[config.mk]
export PLATFORM = sky130hd
export DESIGN_NAME = seq_fetch
export DESIGN_NICKNAME = d
export VERILOG_FILES = /design/src/source/trialign_pkg.sv /design/src/source/seq_fetch.sv
export SDC_FILE = /design/constraint.sdc
export NUM_CORES = 1
export LEC_CHECK = 0
export BUFFER_PORTS_ARGS = -buffer_cell sky130_fd_sc_hd__buf_2
export CAP_MARGIN = 5
export CORE_ASPECT_RATIO = 2
export CORE_MARGIN = 2
export CORE_UTILIZATION = 51
export DETAILED_ROUTE_END_ITERATION = 6
export HOLD_SLACK_MARGIN = 0.03
export PLACE_DENSITY = 0.75
export SLEW_MARGIN = 20
export SYNTH_ARGS = -nofsm -noshare
export SYNTH_HDL_FRONTEND = slang
export SYNTH_SLANG_ARGS = --single-unit
[constraint.sdc]
create_clock -name CLK -period 2.8 [get_ports CLK]
set_input_delay 0.28 -clock CLK [delete_from_list [all_inputs] [get_ports CLK]]
set_output_delay 0.28 -clock CLK [all_outputs]
set_load 0.005 [all_outputs]
[src/source/trialign_pkg.sv]
package trialign_pkg;

  // sequence limits
  localparam int LEN_A_MAX  = 64;
  localparam int LEN_BC_MAX = 8;

  // widths
  localparam int SYM_BITS     = 4;
  localparam int SCORE_BITS   = 12;
  localparam int A_ADDR_BITS  = 6;
  localparam int BC_ADDR_BITS = 3;
  // wide enough to hold the maximum length itself
  localparam int LEN_A_BITS   = 7;
  localparam int LEN_BC_BITS  = 4;

  // sum-of-pairs scoring, linear gaps
  localparam int MATCH_SCORE    = 2;
  localparam int MISMATCH_SCORE = -1;
  localparam int GAP_SCORE      = -2;

  // smallest signed score, start value of the max search
  localparam int SCORE_FLOOR = -(2 ** (SCORE_BITS - 1));

  // predecessor moves of one cell
  localparam int NUM_MOVES = 7;

  // fetch FSM encoding
  localparam int FSM_BITS = 2;
  localparam logic [FSM_BITS-1:0] ST_IDLE = 2'd0;
  localparam logic [FSM_BITS-1:0] ST_LOAD = 2'd1;
  localparam logic [FSM_BITS-1:0] ST_WALK = 2'd2;

endpackage
[src/source/seq_fetch.sv]
`timescale 1ns/1ns

module seq_fetch (
  input  logic                                 CLK,
  input  logic                                 rst,
  input  logic                                 start_i,
  input  logic [trialign_pkg::LEN_A_BITS-1:0]   len_a_i,
  input  logic [trialign_pkg::LEN_BC_BITS-1:0]  len_b_i,
  input  logic [trialign_pkg::LEN_BC_BITS-1:0]  len_c_i,
  input  logic [trialign_pkg::SYM_BITS-1:0]     a_sym_i,
  input  logic [trialign_pkg::SYM_BITS-1:0]     b_sym_i,
  input  logic [trialign_pkg::SYM_BITS-1:0]     c_sym_i,
  input  logic                                 cell_ready_i,
  output logic [trialign_pkg::A_ADDR_BITS-1:0]  a_addr_o,
  output logic [trialign_pkg::BC_ADDR_BITS-1:0] b_addr_o,
  output logic [trialign_pkg::BC_ADDR_BITS-1:0] c_addr_o,
  output logic                                 busy_o,
  output logic                                 cell_valid_o,
  output logic [trialign_pkg::SYM_BITS-1:0]     cell_sym_a_o,
  output logic [trialign_pkg::SYM_BITS-1:0]     cell_sym_b_o,
  output logic [trialign_pkg::SYM_BITS-1:0]     cell_sym_c_o,
  output logic [trialign_pkg::LEN_BC_BITS-1:0]  cell_j_o,
  output logic [trialign_pkg::LEN_BC_BITS-1:0]  cell_k_o,
  output logic                                 cell_first_plane_o,
  output logic                                 cell_last_o
);
  import trialign_pkg::*;

  logic [FSM_BITS-1:0]    state;
  logic [LEN_A_BITS-1:0]  len_a_q;
  logic [LEN_BC_BITS-1:0] len_b_q;
  logic [LEN_BC_BITS-1:0] len_c_q;
  logic [LEN_BC_BITS-1:0] ld_cnt;
  logic [LEN_BC_BITS-1:0] max_bc;
  logic [LEN_A_BITS-1:0]  i_q;
  logic [LEN_BC_BITS-1:0] j_q;
  logic [LEN_BC_BITS-1:0] k_q;
  logic [SYM_BITS-1:0]    a_sym_q;
  logic [SYM_BITS-1:0]    b_regs [LEN_BC_MAX];
  logic [SYM_BITS-1:0]    c_regs [LEN_BC_MAX];
  logic                   tail_q;
  logic                   start_ok;
  logic                   xfer;
  logic                   plane_start;

  // one extra busy cycle while the scorer retires the corner cell
  assign busy_o   = (state != ST_IDLE) || tail_q;
  assign start_ok = start_i && !busy_o;
  assign max_bc   = (len_b_q > len_c_q) ? len_b_q : len_c_q;

  assign cell_valid_o = (state == ST_WALK);
  assign xfer         = cell_valid_o && cell_ready_i;
  assign plane_start  = (j_q == '0) && (k_q == '0);

  assign b_addr_o = ld_cnt[BC_ADDR_BITS-1:0];
  assign c_addr_o = ld_cnt[BC_ADDR_BITS-1:0];
  assign a_addr_o = (i_q != '0) ? A_ADDR_BITS'(i_q - 1'b1) : '0;

  // A symbol comes straight from memory on the first cell of a plane
  assign cell_sym_a_o       = plane_start ? a_sym_i : a_sym_q;
  assign cell_sym_b_o       = b_regs[BC_ADDR_BITS'(j_q - 1'b1)];
  assign cell_sym_c_o       = c_regs[BC_ADDR_BITS'(k_q - 1'b1)];
  assign cell_j_o           = j_q;
  assign cell_k_o           = k_q;
  assign cell_first_plane_o = (i_q == '0);
  assign cell_last_o        = (i_q == len_a_q) && (j_q == len_b_q) && (k_q == len_c_q);

  always_ff @(posedge CLK or posedge rst) begin
    if (rst) begin
      state  <= ST_IDLE;
      ld_cnt <= '0;
      i_q    <= '0;
      j_q    <= '0;
      k_q    <= '0;
      tail_q <= 1'b0;
    end else begin
      tail_q <= xfer && cell_last_o;
      case (state)
        ST_IDLE: begin
          if (start_ok) begin
            state  <= ST_LOAD;
            ld_cnt <= '0;
          end
        end
        ST_LOAD: begin
          if (ld_cnt == max_bc - 1'b1) begin
            state <= ST_WALK;
            i_q   <= '0;
            j_q   <= '0;
            k_q   <= '0;
          end else begin
            ld_cnt <= ld_cnt + 1'b1;
          end
        end
        ST_WALK: begin
          // k innermost, then j, then i
          if (xfer) begin
            if (k_q != len_c_q) begin
              k_q <= k_q + 1'b1;
            end else begin
              k_q <= '0;
              if (j_q != len_b_q) begin
                j_q <= j_q + 1'b1;
              end else begin
                j_q <= '0;
                if (i_q != len_a_q) begin
                  i_q <= i_q + 1'b1;
                end else begin
                  state <= ST_IDLE;
                end
              end
            end
          end
        end
        default: state <= ST_IDLE;
      endcase
    end
  end

  // lengths and symbols
  always_ff @(posedge CLK) begin
    if (start_ok) begin
      len_a_q <= len_a_i;
      len_b_q <= len_b_i;
      len_c_q <= len_c_i;
    end
    if (state == ST_LOAD) begin
      b_regs[ld_cnt[BC_ADDR_BITS-1:0]] <= b_sym_i;
      c_regs[ld_cnt[BC_ADDR_BITS-1:0]] <= c_sym_i;
    end
    if (xfer && plane_start) begin
      a_sym_q <= a_sym_i;
    end
  end

  a_cell_hold: assert property (@(posedge CLK) disable iff (rst)
    cell_valid_o && !cell_ready_i |=> cell_valid_o && $stable(cell_j_o) &&
      $stable(cell_k_o) && $stable(cell_sym_a_o) && $stable(cell_sym_b_o) &&
      $stable(cell_sym_c_o) && $stable(cell_first_plane_o) && $stable(cell_last_o));

endmodule

==> tab_implementation.tex <==
\begin{tabular}{lr}
\hline
Metric & Value \\
\hline
\multicolumn{2}{l}{\textbf{Status}} \\
Run status & complete, but fails checks \\
Violated checks & setup timing \\
\multicolumn{2}{l}{\textbf{Floorplan}} \\
Floorplan row count & 53 \\
Starting Density & 52.5\% \\
Number of primary I/O pins & 67 \\
Overall die area & 11700 um\^{}2 \\
Area of the core region & 10500 um\^{}2 \\
Floorplan die width & 77.4 um \\
Die Ht & between 150 and 200 um \\
\multicolumn{2}{l}{\textbf{Timing}} \\
Smallest setup slack after layout & -0.182 ns \\
Max Slew Vio Count & 0 \\
Final setup viols & 20 \\
Pin slew with the least headroom to its limit & 0.918 ns \\
Final-report hold violation count & 0 \\
Rel. slew slack & approximately two fifths \\
Worst hold slack across all endpoints & 0.0945 ns \\
Setup repair after global routing missed its margin & true \\
Clock tree skew after final layout & around 0.011 ns \\
Period Utilization, post-route & 106\% \\
Highest Clock Rate & 335 MHz \\
Clock period minus final worst setup slack & between 2 and 3 ns \\
\multicolumn{2}{l}{\textbf{Min path}} \\
Cell depth of the worst min-delay path & 1 \\
Type of the tightest min-delay check & in -> reg \\
Beginning of the worst hold path & len\_c\_i[2] \\
End of the worst hold path & len\_c\_q[2] \\
\multicolumn{2}{l}{\textbf{Cells and area}} \\
Commonest cells after routing, fill and taps aside & edfxtp\_1 (83), buf\_2 (66), buf\_4 (53) \\
Leading cell type in the layout, fill and taps excluded & edfxtp\_1 \\
Number of nets in the final layout & between 500 and 600 \\
Post-synthesis to final-layout area growth & 26.7\% \\
Final Cell Area & 6970 um\^{}2 \\
Util after Layout & 66.5\% \\
Antenna cells & 0 \\
Share of cells above drive strength 1 & 40.0\% \\
Final-layout fill cell count & 794 \\
\multicolumn{2}{l}{\textbf{Clock network}} \\
CTS max path bufs & 2 \\
Hold-fix buffer count after cts & 0 \\
Clock sink count & 105 \\
Number of buffers added by the clock tree synthesis step & 9 \\
Htree depth & 3 \\
Clock tree from TritonCTS & built \\
Worst-skew pair later-pin latency & about 0.36 ns \\
Clock transition at the registers of the reported paths & 0.08 ns \\
Clock root buffer master & clkbuf\_16 \\
\multicolumn{2}{l}{\textbf{Critical path}} \\
CP max FO & 4 \\
Delay contributed by the slowest stage of the critical path & approximately 0.42 ns \\
Kind of start point of the critical path & register \\
Logic depth of the worst register-to-register path & 12 \\
Worst path cell trace & inv\_2 > ha\_4 > and2b\_4 > o211ai\_4 > buf\_12 > o221ai\_2 > and4bb\_2 > mux2i\_4 > buf\_6 > o2111ai\_4 > nor2\_2 > mux2\_4 \\
Startpoint of the worst register-to-register path & len\_c\_q[1] \\
Crit path capture type & register \\
Endpoint arrival time on the critical path & 3.22 ns \\
Cell family with the largest share of critical-path delay & simple AND/OR/NAND/NOR gates \\
Slowest stage cell, crit path & edfxtp\_1 \\
Worst endpoint required time & 3.04 ns \\
Crit path buffers/inverters & 3 \\
Reg-to-reg endpoint & state[0] \\
Startpoint of the most critical setup path & len\_c\_q[1] \\
Startpoint-to-endpoint class of the critical path & reg -> reg \\
Worst R2R Setup Slack & -0.18 ns \\
\multicolumn{2}{l}{\textbf{Drt}} \\
Vias after detailed routing & 4014 \\
Ratio of routed vias to standard cells & 5.93 \\
Count of unresolved DRC violations after routing & 0 \\
Count of TritonRoute iterations in the first routing pass & 5 \\
1st-iter DRT viols & 235 \\
Detail Route Antenna Nets & 0 \\
Drt wl/cell & about 20 um \\
Final routed wirelength across all metal layers & 13.7 mm \\
\multicolumn{2}{l}{\textbf{Logic synthesis}} \\
Count of different cell masters after synthesis & between 70 and 80 \\
Proportion of synthesized chip area in sequential cells & 55.4\% \\
Synthesized instance count & 419 \\
Number of flops mapped to enable cells by yosys & 83 \\
Share of the synthesized area in compound gates (AO/OA/AOI/OAI) & 9.31\% \\
Share of flip-flops with an asynchronous set or reset & 21.0\% \\
Xor and xnor fraction of the mapped netlist area & roughly 3.7\% \\
Mux contribution to synthesized area & 11.4\% \\
Synth Flop Type & edfxtp\_1 \\
Adder-cell share of the synthesized area & 3.87\% \\
Synth Register Bits & $\sim$110 \\
Simple-gate portion of the synthesized area & 11.9\% \\
Net count of the mapped netlist & 467 \\
Dominant combinational cell family by area after synthesis & simple AND/OR/NAND/NOR gates \\
Syn. warnings & 0 \\
Post-synthesis instance area & 5500 um\^{}2 \\
Synth Area per Inst & approximately 13 um\^{}2 \\
\multicolumn{2}{l}{\textbf{Power}} \\
Max IR drop VDD & 606 uV \\
Total net switching power & roughly 1600 uW \\
Net switching share of the total power & between 30\% and 40\% \\
Static leakage power & between 0.002 and 0.003 uW \\
Relative contribution of sequential cells to total power & 38.4\% \\
Fraction of power consumed by the clock network & 27.6\% \\
Combinational group share of total power & approximately a third \\
Internal Dissipation & roughly 3500 uW \\
Power density cells & 733 nW/um\^{}2 \\
\multicolumn{2}{l}{\textbf{GRT}} \\
Aggregate global-route resource usage & 23.8\% \\
Final global-route overflow total & 0 \\
Global-route wire length before repair & around 21 mm \\
Number of antenna violations at the first check in global routing & 0 \\
Largest net degree at the start of global routing & 23 \\
Vias in the first global route & 4033 \\
\multicolumn{2}{l}{\textbf{Place}} \\
Detailed Place HPWL & 9.74 mm \\
Count of port buffers added during placement & 66 \\
Final weighted congestion in routability-driven placement & $\sim$0.91 \\
Placed inst area & roughly 6300 um\^{}2 \\
\multicolumn{2}{l}{\textbf{Flow run}} \\
Max Cap Viol & 0 \\
\hline
\end{tabular}
==> timing repair <==
| action | CTS | global route |
|---|---|---|
| setup endpoints to repair | 21 | 22 |
| hold endpoints to repair | 0 | 0 |
| resized for setup | 17 | 31 |
| gates cloned | 1 | 1 |
| pin swaps | 15 | 15 |
| setup buffers | 2 | 10 |
==> sequential cells by signal, indices dropped and copies added (netlist names) <==
name / count
tail_q: 1
len_b_q: 4
c_regs: 32
cell_k_o: 4
a_sym_q: 4
len_a_q: 7
len_c_q: 4
state: 2
ld_cnt: 4
cell_j_o: 4
b_regs: 32
i_q: 7
==> routing by layer <==
| metal | vias to the layer above | GRT usage [%] | share of wire (%) |
|---|---|---|---|
| met2 | 156 | 46.0 | 58 |
| met3 | 39 | 4.29 | 4.6 |
| met4 | 0 | 10.9 | 4.0 |
| met5 | - | 0 | 0 |
| met1 | 2002 | 24.5 | 34 |
| li1 | 1817 | - | - |
==> cell families after synthesis <==
group	after synthesis
compound gates	63
fa+ha+maj	17
xor+xnor	23
buf+inv	51
flops	105
simple gates	121
mux	39
==> how the worst max path moves through the flow <==
stage / endpoint / slack [ns] / cells after the start
floorplan: i_q[5] / 0.01 / 12
finish: state[0] / -0.18 / 12
detailed placement: i_q[2] / -0.30 / 9
CTS: i_q[2] / -0.1 / 10
global placement: i_q[2] / -0.32 / 9
global route: state[0] / -0.29 / 11
==> cells in the mapped netlist (all sizes together) (2+ instances only) <==
library cell,number,area [um^2]
nor3,12,60.1
o21ai,19,95.1
xnor2,16,140
nand4,6,37.5
mux2i,7,70.1
or3,4,25.0
mux2,15,173
buf,15,111
nor4b,2,17.5
o211ai,6,63.8
a32oi,2,17.5
nor2,20,85.1
o31ai,2,33.8
a22o,2,17.5
a21o,3,22.5
nor2b,5,31.3
o41ai,2,32.5
nand3,18,90.1
mux4,17,383
o21a,2,15.0
nand3b,2,15.0
dfrtp,22,551
xor2,7,61.3
clkbuf,9,33.8
inv,27,101
nand2b,7,43.8
a21oi,6,45.1
o2111ai,2,23.8
nand2,26,100
ha,17,213
and2,2,12.5
nor4,4,25.0
o22ai,3,18.8
a211o,3,26.3
and3,3,18.8
or2,2,15.0
edfxtp,83,2490
==> power groups by stage <==
stage	combinational [uW]	clock, uW	sequential, uW
2_1_floorplan	1160	0	1910
3_3_place_gp	1610	0	1980
3_5_place_dp	1650	0	1980
4_1_cts	1680	1410	1950
5_1_grt	1890	1470	1980
6_report	1740	1410	1960
==> layout make-up <==
cell class / count / area (um^2) / share of cell area [%]
inverter: 27 / 101 / 1.45
clock buffer: 9 / 225 / 3.23
tap: 137 / 171 / 2.46
multi-input combinational: 264 / 2470 / 35.5
sequential: 105 / 3040 / 43.7
clock inverter: 7 / 113 / 1.62
timing repair buffer: 128 / 838 / 12.0
==> through the flow <==
step                      total power, uW  setup WS (ns)  cells  TNS [ns]
after floorplan                      3060         0.0141    419         0
after global placement               3590         -0.317    650     -3.85
after detailed placement             3630         -0.298    650     -3.71
after CTS                            5050        -0.0957    668    -0.537
after global routing                 5340         -0.289    677     -4.47
final                                5110         -0.182    677     -2.09
(Power assumes the default switching activity.)
