==> config.mk <==
export PLATFORM = sky130hd
export DESIGN_NAME = cell_score
export DESIGN_NICKNAME = d
export VERILOG_FILES = /design/src/source/trialign_pkg.sv /design/src/source/cell_score.sv
export SDC_FILE = /design/constraint.sdc
export NUM_CORES = 1
export LEC_CHECK = 0
export BUFFER_PORTS_ARGS = -buffer_cell sky130_fd_sc_hd__buf_2
export CORE_ASPECT_RATIO = 0.5
export CORE_MARGIN = 2
export CORE_UTILIZATION = 60
export DETAILED_ROUTE_END_ITERATION = 12
export GPL_ROUTABILITY_DRIVEN = 1
export HOLD_SLACK_MARGIN = 0.1
export PLACE_DENSITY = 0.94
export SYNTH_ARGS = -nofsm -noshare
export SYNTH_HDL_FRONTEND = slang
export SYNTH_SLANG_ARGS = --single-unit
export TNS_END_PERCENT = 10
==> constraint.sdc <==
create_clock -name CLK -period 11.5 [get_ports CLK]
set_clock_uncertainty 0.1 [all_clocks]
set_input_delay 0.575 -clock CLK [delete_from_list [all_inputs] [get_ports CLK]]
set_output_delay 0.575 -clock CLK [all_outputs]
set_load 0.01 [all_outputs]
==> src/source/trialign_pkg.sv <==
package trialign_pkg;

  // sequence limits
  localparam int LEN_A_MAX  = 64;
  localparam int LEN_BC_MAX = 8;

  // widths
  localparam int SYM_BITS     = 4;
  localparam int SCORE_BITS   = 12;
  localparam int A_ADDR_BITS  = 6;
  localparam int BC_ADDR_BITS = 3;
  // wide enough to hold the maximum length itself
  localparam int LEN_A_BITS   = 7;
  localparam int LEN_BC_BITS  = 4;

  // sum-of-pairs scoring, linear gaps
  localparam int MATCH_SCORE    = 2;
  localparam int MISMATCH_SCORE = -1;
  localparam int GAP_SCORE      = -2;

  // smallest signed score, start value of the max search
  localparam int SCORE_FLOOR = -(2 ** (SCORE_BITS - 1));

  // predecessor moves of one cell
  localparam int NUM_MOVES = 7;

  // fetch FSM encoding
  localparam int FSM_BITS = 2;
  localparam logic [FSM_BITS-1:0] ST_IDLE = 2'd0;
  localparam logic [FSM_BITS-1:0] ST_LOAD = 2'd1;
  localparam logic [FSM_BITS-1:0] ST_WALK = 2'd2;

endpackage
==> src/source/cell_score.sv <==
`timescale 1ns/1ns

module cell_score (
  input  logic                                       CLK,
  input  logic                                       rst,
  input  logic                                       cell_valid_i,
  input  logic [trialign_pkg::SYM_BITS-1:0]           cell_sym_a_i,
  input  logic [trialign_pkg::SYM_BITS-1:0]           cell_sym_b_i,
  input  logic [trialign_pkg::SYM_BITS-1:0]           cell_sym_c_i,
  input  logic [trialign_pkg::LEN_BC_BITS-1:0]        cell_j_i,
  input  logic [trialign_pkg::LEN_BC_BITS-1:0]        cell_k_i,
  input  logic                                       cell_first_plane_i,
  input  logic                                       cell_last_i,
  input  logic signed [trialign_pkg::SCORE_BITS-1:0]  prev_jk_i,
  input  logic signed [trialign_pkg::SCORE_BITS-1:0]  prev_j1k_i,
  input  logic signed [trialign_pkg::SCORE_BITS-1:0]  prev_jk1_i,
  input  logic signed [trialign_pkg::SCORE_BITS-1:0]  prev_j1k1_i,
  input  logic signed [trialign_pkg::SCORE_BITS-1:0]  cur_j1k_i,
  input  logic signed [trialign_pkg::SCORE_BITS-1:0]  cur_jk1_i,
  input  logic signed [trialign_pkg::SCORE_BITS-1:0]  cur_j1k1_i,
  input  logic                                       score_ready_i,
  output logic                                       cell_ready_o,
  output logic                                       wr_en_o,
  output logic                                       wr_plane_o,
  output logic [trialign_pkg::LEN_BC_BITS-1:0]        wr_j_o,
  output logic [trialign_pkg::LEN_BC_BITS-1:0]        wr_k_o,
  output logic signed [trialign_pkg::SCORE_BITS-1:0]  wr_score_o,
  output logic                                       rd_plane_o,
  output logic [trialign_pkg::LEN_BC_BITS-1:0]        rd_j_o,
  output logic [trialign_pkg::LEN_BC_BITS-1:0]        rd_k_o,
  output logic signed [trialign_pkg::SCORE_BITS-1:0]  score_o,
  output logic                                       score_valid_o
);
  import trialign_pkg::*;

  logic                         plane_q;
  logic                         wr_last_q;
  logic                         xfer;
  logic                         has_i;
  logic                         has_j;
  logic                         has_k;
  logic                         fwd_jk1;
  logic signed [SCORE_BITS-1:0] jk1_val;
  logic signed [SCORE_BITS-1:0] gap2;
  logic signed [SCORE_BITS-1:0] p_ab;
  logic signed [SCORE_BITS-1:0] p_ac;
  logic signed [SCORE_BITS-1:0] p_bc;
  logic signed [SCORE_BITS-1:0] cand [NUM_MOVES];
  logic [NUM_MOVES-1:0]         cand_ok;
  logic signed [SCORE_BITS-1:0] best;

  function automatic logic signed [SCORE_BITS-1:0] pair_cost(input logic [SYM_BITS-1:0] x,
                                                             input logic [SYM_BITS-1:0] y);
    pair_cost = (x == y) ? SCORE_BITS'(MATCH_SCORE) : SCORE_BITS'(MISMATCH_SCORE);
  endfunction

  assign cell_ready_o = !score_valid_o;
  assign xfer         = cell_valid_i && cell_ready_o;

  assign has_i = !cell_first_plane_i;
  assign has_j = (cell_j_i != '0);
  assign has_k = (cell_k_i != '0);

  // parity restarts with each job and flips at each plane origin
  assign rd_plane_o = (has_j || has_k) ? plane_q : (has_i ? ~plane_q : 1'b0);
  assign rd_j_o     = cell_j_i;
  assign rd_k_o     = cell_k_i;

  // (j,k-1) is usually still in the write stage
  assign fwd_jk1 = wr_en_o && (wr_plane_o == rd_plane_o) && (wr_j_o == cell_j_i) &&
                   (wr_k_o + 1'b1 == cell_k_i);
  assign jk1_val = fwd_jk1 ? wr_score_o : cur_jk1_i;

  assign gap2 = SCORE_BITS'(2 * GAP_SCORE);
  assign p_ab = pair_cost(cell_sym_a_i, cell_sym_b_i);
  assign p_ac = pair_cost(cell_sym_a_i, cell_sym_c_i);
  assign p_bc = pair_cost(cell_sym_b_i, cell_sym_c_i);

  // one candidate per move, masked at the borders
  assign cand[0] = prev_j1k1_i + p_ab + p_ac + p_bc;
  assign cand[1] = prev_j1k_i + p_ab + gap2;
  assign cand[2] = prev_jk1_i + p_ac + gap2;
  assign cand[3] = cur_j1k1_i + p_bc + gap2;
  assign cand[4] = prev_jk_i + gap2;
  assign cand[5] = cur_j1k_i + gap2;
  assign cand[6] = jk1_val + gap2;
  assign cand_ok = {has_k, has_j, has_i, has_j && has_k, has_i && has_k,
                    has_i && has_j, has_i && has_j && has_k};

  always_comb begin
    best = SCORE_BITS'(SCORE_FLOOR);
    for (int n = 0; n < NUM_MOVES; n++) begin
      if (cand_ok[n] && (cand[n] > best)) begin
        best = cand[n];
      end
    end
    // origin cell
    if (cand_ok == '0) begin
      best = '0;
    end
  end

  always_ff @(posedge CLK or posedge rst) begin
    if (rst) begin
      plane_q       <= 1'b0;
      wr_en_o       <= 1'b0;
      score_valid_o <= 1'b0;
    end else begin
      wr_en_o <= xfer;
      if (xfer) begin
        plane_q <= rd_plane_o;
      end
      if (wr_en_o && wr_last_q) begin
        score_valid_o <= 1'b1;
      end else if (score_ready_i) begin
        score_valid_o <= 1'b0;
      end
    end
  end

  // write stage and result
  always_ff @(posedge CLK) begin
    if (xfer) begin
      wr_plane_o <= rd_plane_o;
      wr_j_o     <= cell_j_i;
      wr_k_o     <= cell_k_i;
      wr_score_o <= best;
      wr_last_q  <= cell_last_i;
    end
    if (wr_en_o && wr_last_q) begin
      score_o <= wr_score_o;
    end
  end

  a_score_hold: assert property (@(posedge CLK) disable iff (rst)
    score_valid_o && !score_ready_i |=> score_valid_o && $stable(score_o));

  a_no_wr_pending: assert property (@(posedge CLK) disable iff (rst)
    !(wr_en_o && score_valid_o));

endmodule

==> results.rst, run 1 <==
.. list-table::
   :header-rows: 1

   * - Metric
     - Value
   * - Status
     - stopped before the end
   * - Stage where the run ended
     - global routing (5_1_grt)
   * - Error msg
     - [ERROR GRT-0232] Routing congestion too high. Check the congestion heatmap in the GUI.
   * - Mean area per synthesized cell
     - 8.38 µm²
   * - Netlist Area Pre-Place
     - 8100 µm²
   * - EDFF count, synth
     - 34
   * - List of most frequent post-synthesis cells
     - 182 x inv_1, 149 x ha_1, 57 x nand2_1, 57 x xnor2_1, 56 x a21oi_1
   * - Combined global-route utilization of all metal layers
     - 85.2%
   * - Number of instances in the synthesized netlist
     - 967
   * - Number of distinct library cell variants in the gate-level netlist after synthesis
     - 70
   * - Cell Rows
     - 29
   * - H-Tree Level Count
     - 2
   * - Clk buf depth
     - 2
   * - Grt ovf
     - 268
   * - Endpoint pin with the least setup slack after global-route repair
     - wr_score_o[8]$_SDFFCE_PN0P_/D
   * - Starting density of the core
     - 62.7%
   * - Most numerous cell in the Yosys netlist
     - inv_1
   * - RePlAce Congestion
     - 0.975
   * - Root buffer cell
     - clkbuf_16
   * - # IOs
     - 155
   * - Flop and latch count out of synthesis
     - 37
   * - Port-buffer cells
     - 154
   * - Library cell occupying the most area in the post-synthesis netlist
     - ha_1
   * - Leading register cell type out of synthesis
     - edfxtp_1
   * - Number of nets in the synthesized netlist
     - 1249
   * - Register area share after synthesis
     - 13.5%
   * - Asr flop ratio synth
     - 8.11%
   * - Synth warnings
     - 0
   * - Post-DP HPWL
     - 22300 µm
   * - Maximum number of pins on one net before global-route repair
     - 26
   * - TritonCTS Sinks
     - 37
   * - Leading post-synthesis cells by cell area
     - ha_1 23%, edfxtp_1 13%, inv_1 8.4%, xnor2_1 6.2%, fa_1 5.7%
   * - Height of the die
     - 86.2 µm
   * - Fraction of synthesized cell area taken by the top area cell type
     - 23.0%
   * - Inserted Clock Buffers
     - 5
   * - Die X
     - 168 µm
   * - Worst_ep kind
     - register data pin
[kinds of logic after synthesis]
group / share of synthesized area (%)
flops: 13.5
xor+xnor: 10.8
compound gates: 14.4
simple gates: 14.7
fa+ha+maj: 28.7
buf+inv: 9.89
mux: 7.95
[stage by stage]
step	utilization, %	cell area [µm²]	setup WS, ns	hold WS, ns	std cells
floorplan	-	8380	-4.42	0.229	967
detailed placement	83.2	10800	-4.99	0.360	1477
global placement	83.2	10800	-3.99	0.346	1477
CTS	88.0	11400	-4.22	0.366	1513
[per-layer routing]
metal	overflow	global-route usage (%)
met1	4	80.0
met2	180	102
met3	6	74.0
met4	78	92.1
met5	0	44.8
[timing repair]
| item | CTS |
|---|---|
| hold endpoints to repair | 3 |
| cloned | 3 |
| setup endpoints to repair | 12 |
| buffers inserted | 24 |
| pin swaps | 28 |
| gates resized for setup | 48 |
| hold buffers | 1 |
==> inputs of run 2 (changes only) <==
--- a/config.mk
+++ b/config.mk
@@ -6,13 +6,11 @@
 export NUM_CORES = 1
 export LEC_CHECK = 0
 export BUFFER_PORTS_ARGS = -buffer_cell sky130_fd_sc_hd__buf_2
-export CORE_ASPECT_RATIO = 0.5
 export CORE_MARGIN = 2
-export CORE_UTILIZATION = 60
+export CORE_UTILIZATION = 40
 export DETAILED_ROUTE_END_ITERATION = 12
 export GPL_ROUTABILITY_DRIVEN = 1
-export HOLD_SLACK_MARGIN = 0.1
-export PLACE_DENSITY = 0.94
+export PLACE_DENSITY_LB_ADDON = 0.15
 export SYNTH_ARGS = -nofsm -noshare
 export SYNTH_HDL_FRONTEND = slang
 export SYNTH_SLANG_ARGS = --single-unit
==> results.rst, run 2 <==
.. list-table::
   :header-rows: 1

   * - Metric
     - Value
   * - Max rail drop VDD
     - 0.227 mV
   * - Hold WC Path Type
     - in2async
   * - Total Die Area
     - 21400 µm²
   * - Fraction of synthesized cell area taken by the top area cell type
     - 23.0% (unchanged)
   * - Library cell occupying the most area in the post-synthesis netlist
     - ha_1
   * - Flop and latch count out of synthesis
     - 37 (unchanged)
   * - Ratio of cells with drive above 1 in the final layout
     - 37.6%
   * - Top library cells by usage in the layout, fill and taps aside
     - 241 x buf_4, 179 x inv_1, 155 x buf_2, 141 x ha_1
   * - Final cell count without fillers
     - 1632
   * - Number of nets in the synthesized netlist
     - 1249 (unchanged)
   * - Clk buf depth
     - 2 (unchanged)
   * - Worst setup margin
     - -4.03 ns
   * - RR Endpoint
     - wr_score_o[8]
   * - Number of antenna violations at the first check in global routing
     - 1
   * - Number of instances in the synthesized netlist
     - 967 (unchanged)
   * - Crit path arrival time
     - 15.46 ns
   * - Timing-limited maximum frequency
     - 0.0644 GHz
   * - Crit path max-delay cell type
     - or4_4
   * - List of most frequent post-synthesis cells
     - 182 x inv_1, 149 x ha_1, 57 x nand2_1, 57 x xnor2_1, 56 x a21oi_1
   * - Initial DRT Pass Iterations
     - 4
   * - Placeable core area
     - 20000 µm²
   * - Setup CP Type
     - in2reg
   * - Cell Rows
     - 52 (+79%)
   * - Number of max-slew violations in the final report
     - 0
   * - Critical Path Start Type
     - primary input
   * - Largest delay contributor family on the critical path
     - compound AO/OA/AOI/OAI gates
   * - Count of antenna-violating nets left after detailed routing
     - 0
   * - TritonCTS clock tree
     - built
   * - Leakage Power
     - 5.91 nW
   * - Register area share after synthesis
     - 13.5% (unchanged)
   * - Setup repair after global routing missed its margin
     - yes
   * - Power density over the cells
     - 387 nW/µm²
   * - Top Registers
     - score_o x12, wr_score_o x12
   * - Area growth syn-to-layout
     - 43.5%
   * - Leading register cell type out of synthesis
     - edfxtp_1
   * - Insertion delay of the later-clocked pin in the worst-skew pair
     - 0.28 ns
   * - Data required time of the critical path
     - 11.43 ns
   * - Net count of the finished layout
     - 1643
   * - Post-place instance area
     - 11100 µm² (+3.5%)
   * - RePlAce Congestion
     - 0.867 (-11%)
   * - Hold bufs inserted after CTS
     - 0 (-1)
   * - Shortest clock period the worst path allows after layout
     - 15.53 ns
   * - TritonCTS Sinks
     - 37 (unchanged)
   * - Final setup vio count
     - 12
   * - Root buffer cell
     - clkbuf_16
   * - DR iter-0 viols
     - 217
   * - Port-buffer cells
     - 154 (unchanged)
   * - Depth of the worst register-to-register path
     - 23
   * - Number of antenna cells inserted
     - 0
   * - Final Cycle Share
     - 135%
   * - Synth warnings
     - 0 (unchanged)
   * - H-Tree Level Count
     - 2 (unchanged)
   * - Via count normalized by instance count
     - 4.74
   * - Failing checks
     - negative setup slack
   * - Slack of the worst reg-to-reg path
     - 6.22 ns
   * - Die X
     - 146 µm (-13%)
   * - Clock Pin Slew Worst Setup and Hold Paths
     - 0.06 ns
   * - Overall routed net length
     - 21200 µm
   * - Inserted Clock Buffers
     - 5 (unchanged)
   * - Maximum fanout encountered on the critical timing path
     - 7
   * - Cell count after placement
     - 1607 (+8.8%)
   * - EDFF count, synth
     - 34 (unchanged)
   * - Layout Cell Area excl Fill
     - 11600 µm²
   * - Netlist Area Pre-Place
     - 8100 µm² (unchanged)
   * - Transition time of the tightest slew-check pin
     - 1.22 ns
   * - Most common library cell in the layout ignoring fill and taps
     - buf_4
   * - Worst slew margin relative to its limit
     - 18.3%
   * - Leading post-synthesis cells by cell area
     - ha_1 23%, edfxtp_1 13%, inv_1 8.4%, xnor2_1 6.2%, fa_1 5.7%
   * - Post-DP HPWL
     - 18500 µm (-17%)
   * - Combined global-route utilization of all metal layers
     - 19.8%
   * - Largest incremental delay on the critical path
     - 0.56 ns
   * - Number of max-cap violations
     - 0
   * - Vias in the first global route
     - 7650
   * - Final routed wire length divided by cell count
     - 13.0 µm
   * - Final number of hold-violating endpoints
     - 0
   * - # IOs
     - 155 (unchanged)
   * - Post-Route Setup TNS
     - -47.72 ns
   * - Grt ovf
     - 0
   * - CP Buf/Inv Count
     - 10
   * - Total DRC errors in the routed layout
     - 0
   * - Crit. End Element
     - flip-flop
   * - Global-route wire length before repair
     - 35700 µm
   * - Most numerous cell in the Yosys netlist
     - inv_1
   * - Cell with the most instances on the worst path
     - ha_1
   * - Height of the die
     - 146 µm (+70%)
   * - Number of distinct library cell variants in the gate-level netlist after synthesis
     - 70 (unchanged)
   * - Status
     - finished with violations
   * - Fill cell total of the finished layout
     - 1900
   * - Mean area per synthesized cell
     - 8.38 µm² (unchanged)
   * - Maximum number of pins on one net before global-route repair
     - 26
   * - Asr flop ratio synth
     - 8.11% (unchanged)
   * - Source of the worst register-to-register timing path
     - wr_k_o[0]
   * - Starting density of the core
     - 40.4% (-22 points)
   * - Vias after detailed routing
     - 7733
run 2: cell counts after synthesis:
No cell type changed its count.
run 2: cell families (layout without fill, tap and decap cells):
logic type / Yosys count / after routing / share of synthesized area, %
compound gates: 173 / 173 / 14.4
xor+xnor: 100 / 100 / 10.8
fa+ha+maj: 172 / 172 / 28.7
buf+inv: 201 / 595 / 9.89
flops: 37 / 37 / 13.5
mux: 59 / 60 / 7.95
simple gates: 225 / 225 / 14.7
run 2: worst max path at each step:
stage | start | end | slack [ns] | cells past startpoint
5_1_grt | cell_sym_c_i[1] | wr_score_o[8] | -5.05 | 89
3_3_place_gp | cell_sym_b_i[0] | wr_score_o[0] | -4.40 | 78
2_1_floorplan | cell_sym_b_i[0] | wr_score_o[8] | -4.42 | 86
3_5_place_dp | cell_sym_b_i[0] | wr_score_o[0] | -4.65 | 78
4_1_cts | cell_sym_b_i[3] | wr_score_o[8] | -3.93 | 86
6_report | cell_sym_b_i[0] | wr_score_o[8] | -4.03 | 83
run 2: layer usage:
metal	up-vias	track usage (%)	wire [µm]
met2	172	34.6	9790
met3	26	1.41	727
met1	3437	27.0	10400
met4	2	3.88	344
li1	4096	-	-
met5	-	0	13
run 2: what timing repair did:
| item | 4_1_cts | 5_1_grt |
|---|---|---|
| pin swaps | 12 | 18 |
| gates resized for setup | 22 | 22 |
| buffers inserted | 8 | 7 |
| cloned | 1 | 1 |
| setup endpoints to repair | 12 | 12 |
run 2: cell type report:
| class | count | area [µm²] | area share, % |
|---|---|---|---|
| multi-input cells | 730 | 6630 | 57.1 |
| inverters | 182 | 683 | 5.88 |
| repair buffers | 405 | 2700 | 23.3 |
| clock inverters | 3 | 46.3 | 0.398 |
| flip-flops and latches | 37 | 1100 | 9.43 |
| clock buffers | 5 | 125 | 1.08 |
| well taps | 270 | 338 | 2.91 |
run 2: power breakdown:
group	total (mW)	internal, mW	switching [mW]
Sequential	0.261	0.235	0.0259
Clock	0.154	0.102	0.0514
Combinational	4.08	2.22	1.86
Total	4.50	2.56	1.94
run 2: per-stage QoR:
stage / worst slack [ns] / total power, mW / hold WS (ns) / utilization (%)
2_1_floorplan: -4.42 / 2.50 / 0.229 / -
3_5_place_dp: -4.65 / 3.97 / 0.361 / 55.5
6_report: -4.03 / 4.50 / 0.0678 / 58.0
4_1_cts: -3.93 / 4.30 / 0.0670 / 57.1
3_3_place_gp: -4.40 / 3.92 / 0.353 / 55.5
5_1_grt: -5.05 / 4.94 / 0.0809 / 58.0
run 2: worst register-to-register path: stages (launching register included):
cell,delay (ns)
edfxtp_1,0.45
ha_1,0.34
xor2_1,0.15
nor4_1,0.40
o2111ai_2,0.67
mux2i_1,0.60
ha_1,0.31
inv_1,0.08
ha_1,0.24
o21a_1,0.11
o21ai_1,0.12
nand2b_1,0.07
a21oi_2,0.12
nor2b_1,0.05
o21ai_1,0.13
nand2b_1,0.08
a21oi_2,0.11
nor2b_1,0.05
o21ai_1,0.11
nand2_1,0.06
o311ai_1,0.07
o21ai_1,0.10
nand2b_1,0.20
mux2_4,0.32
Power figures use the tool's default switching activity.
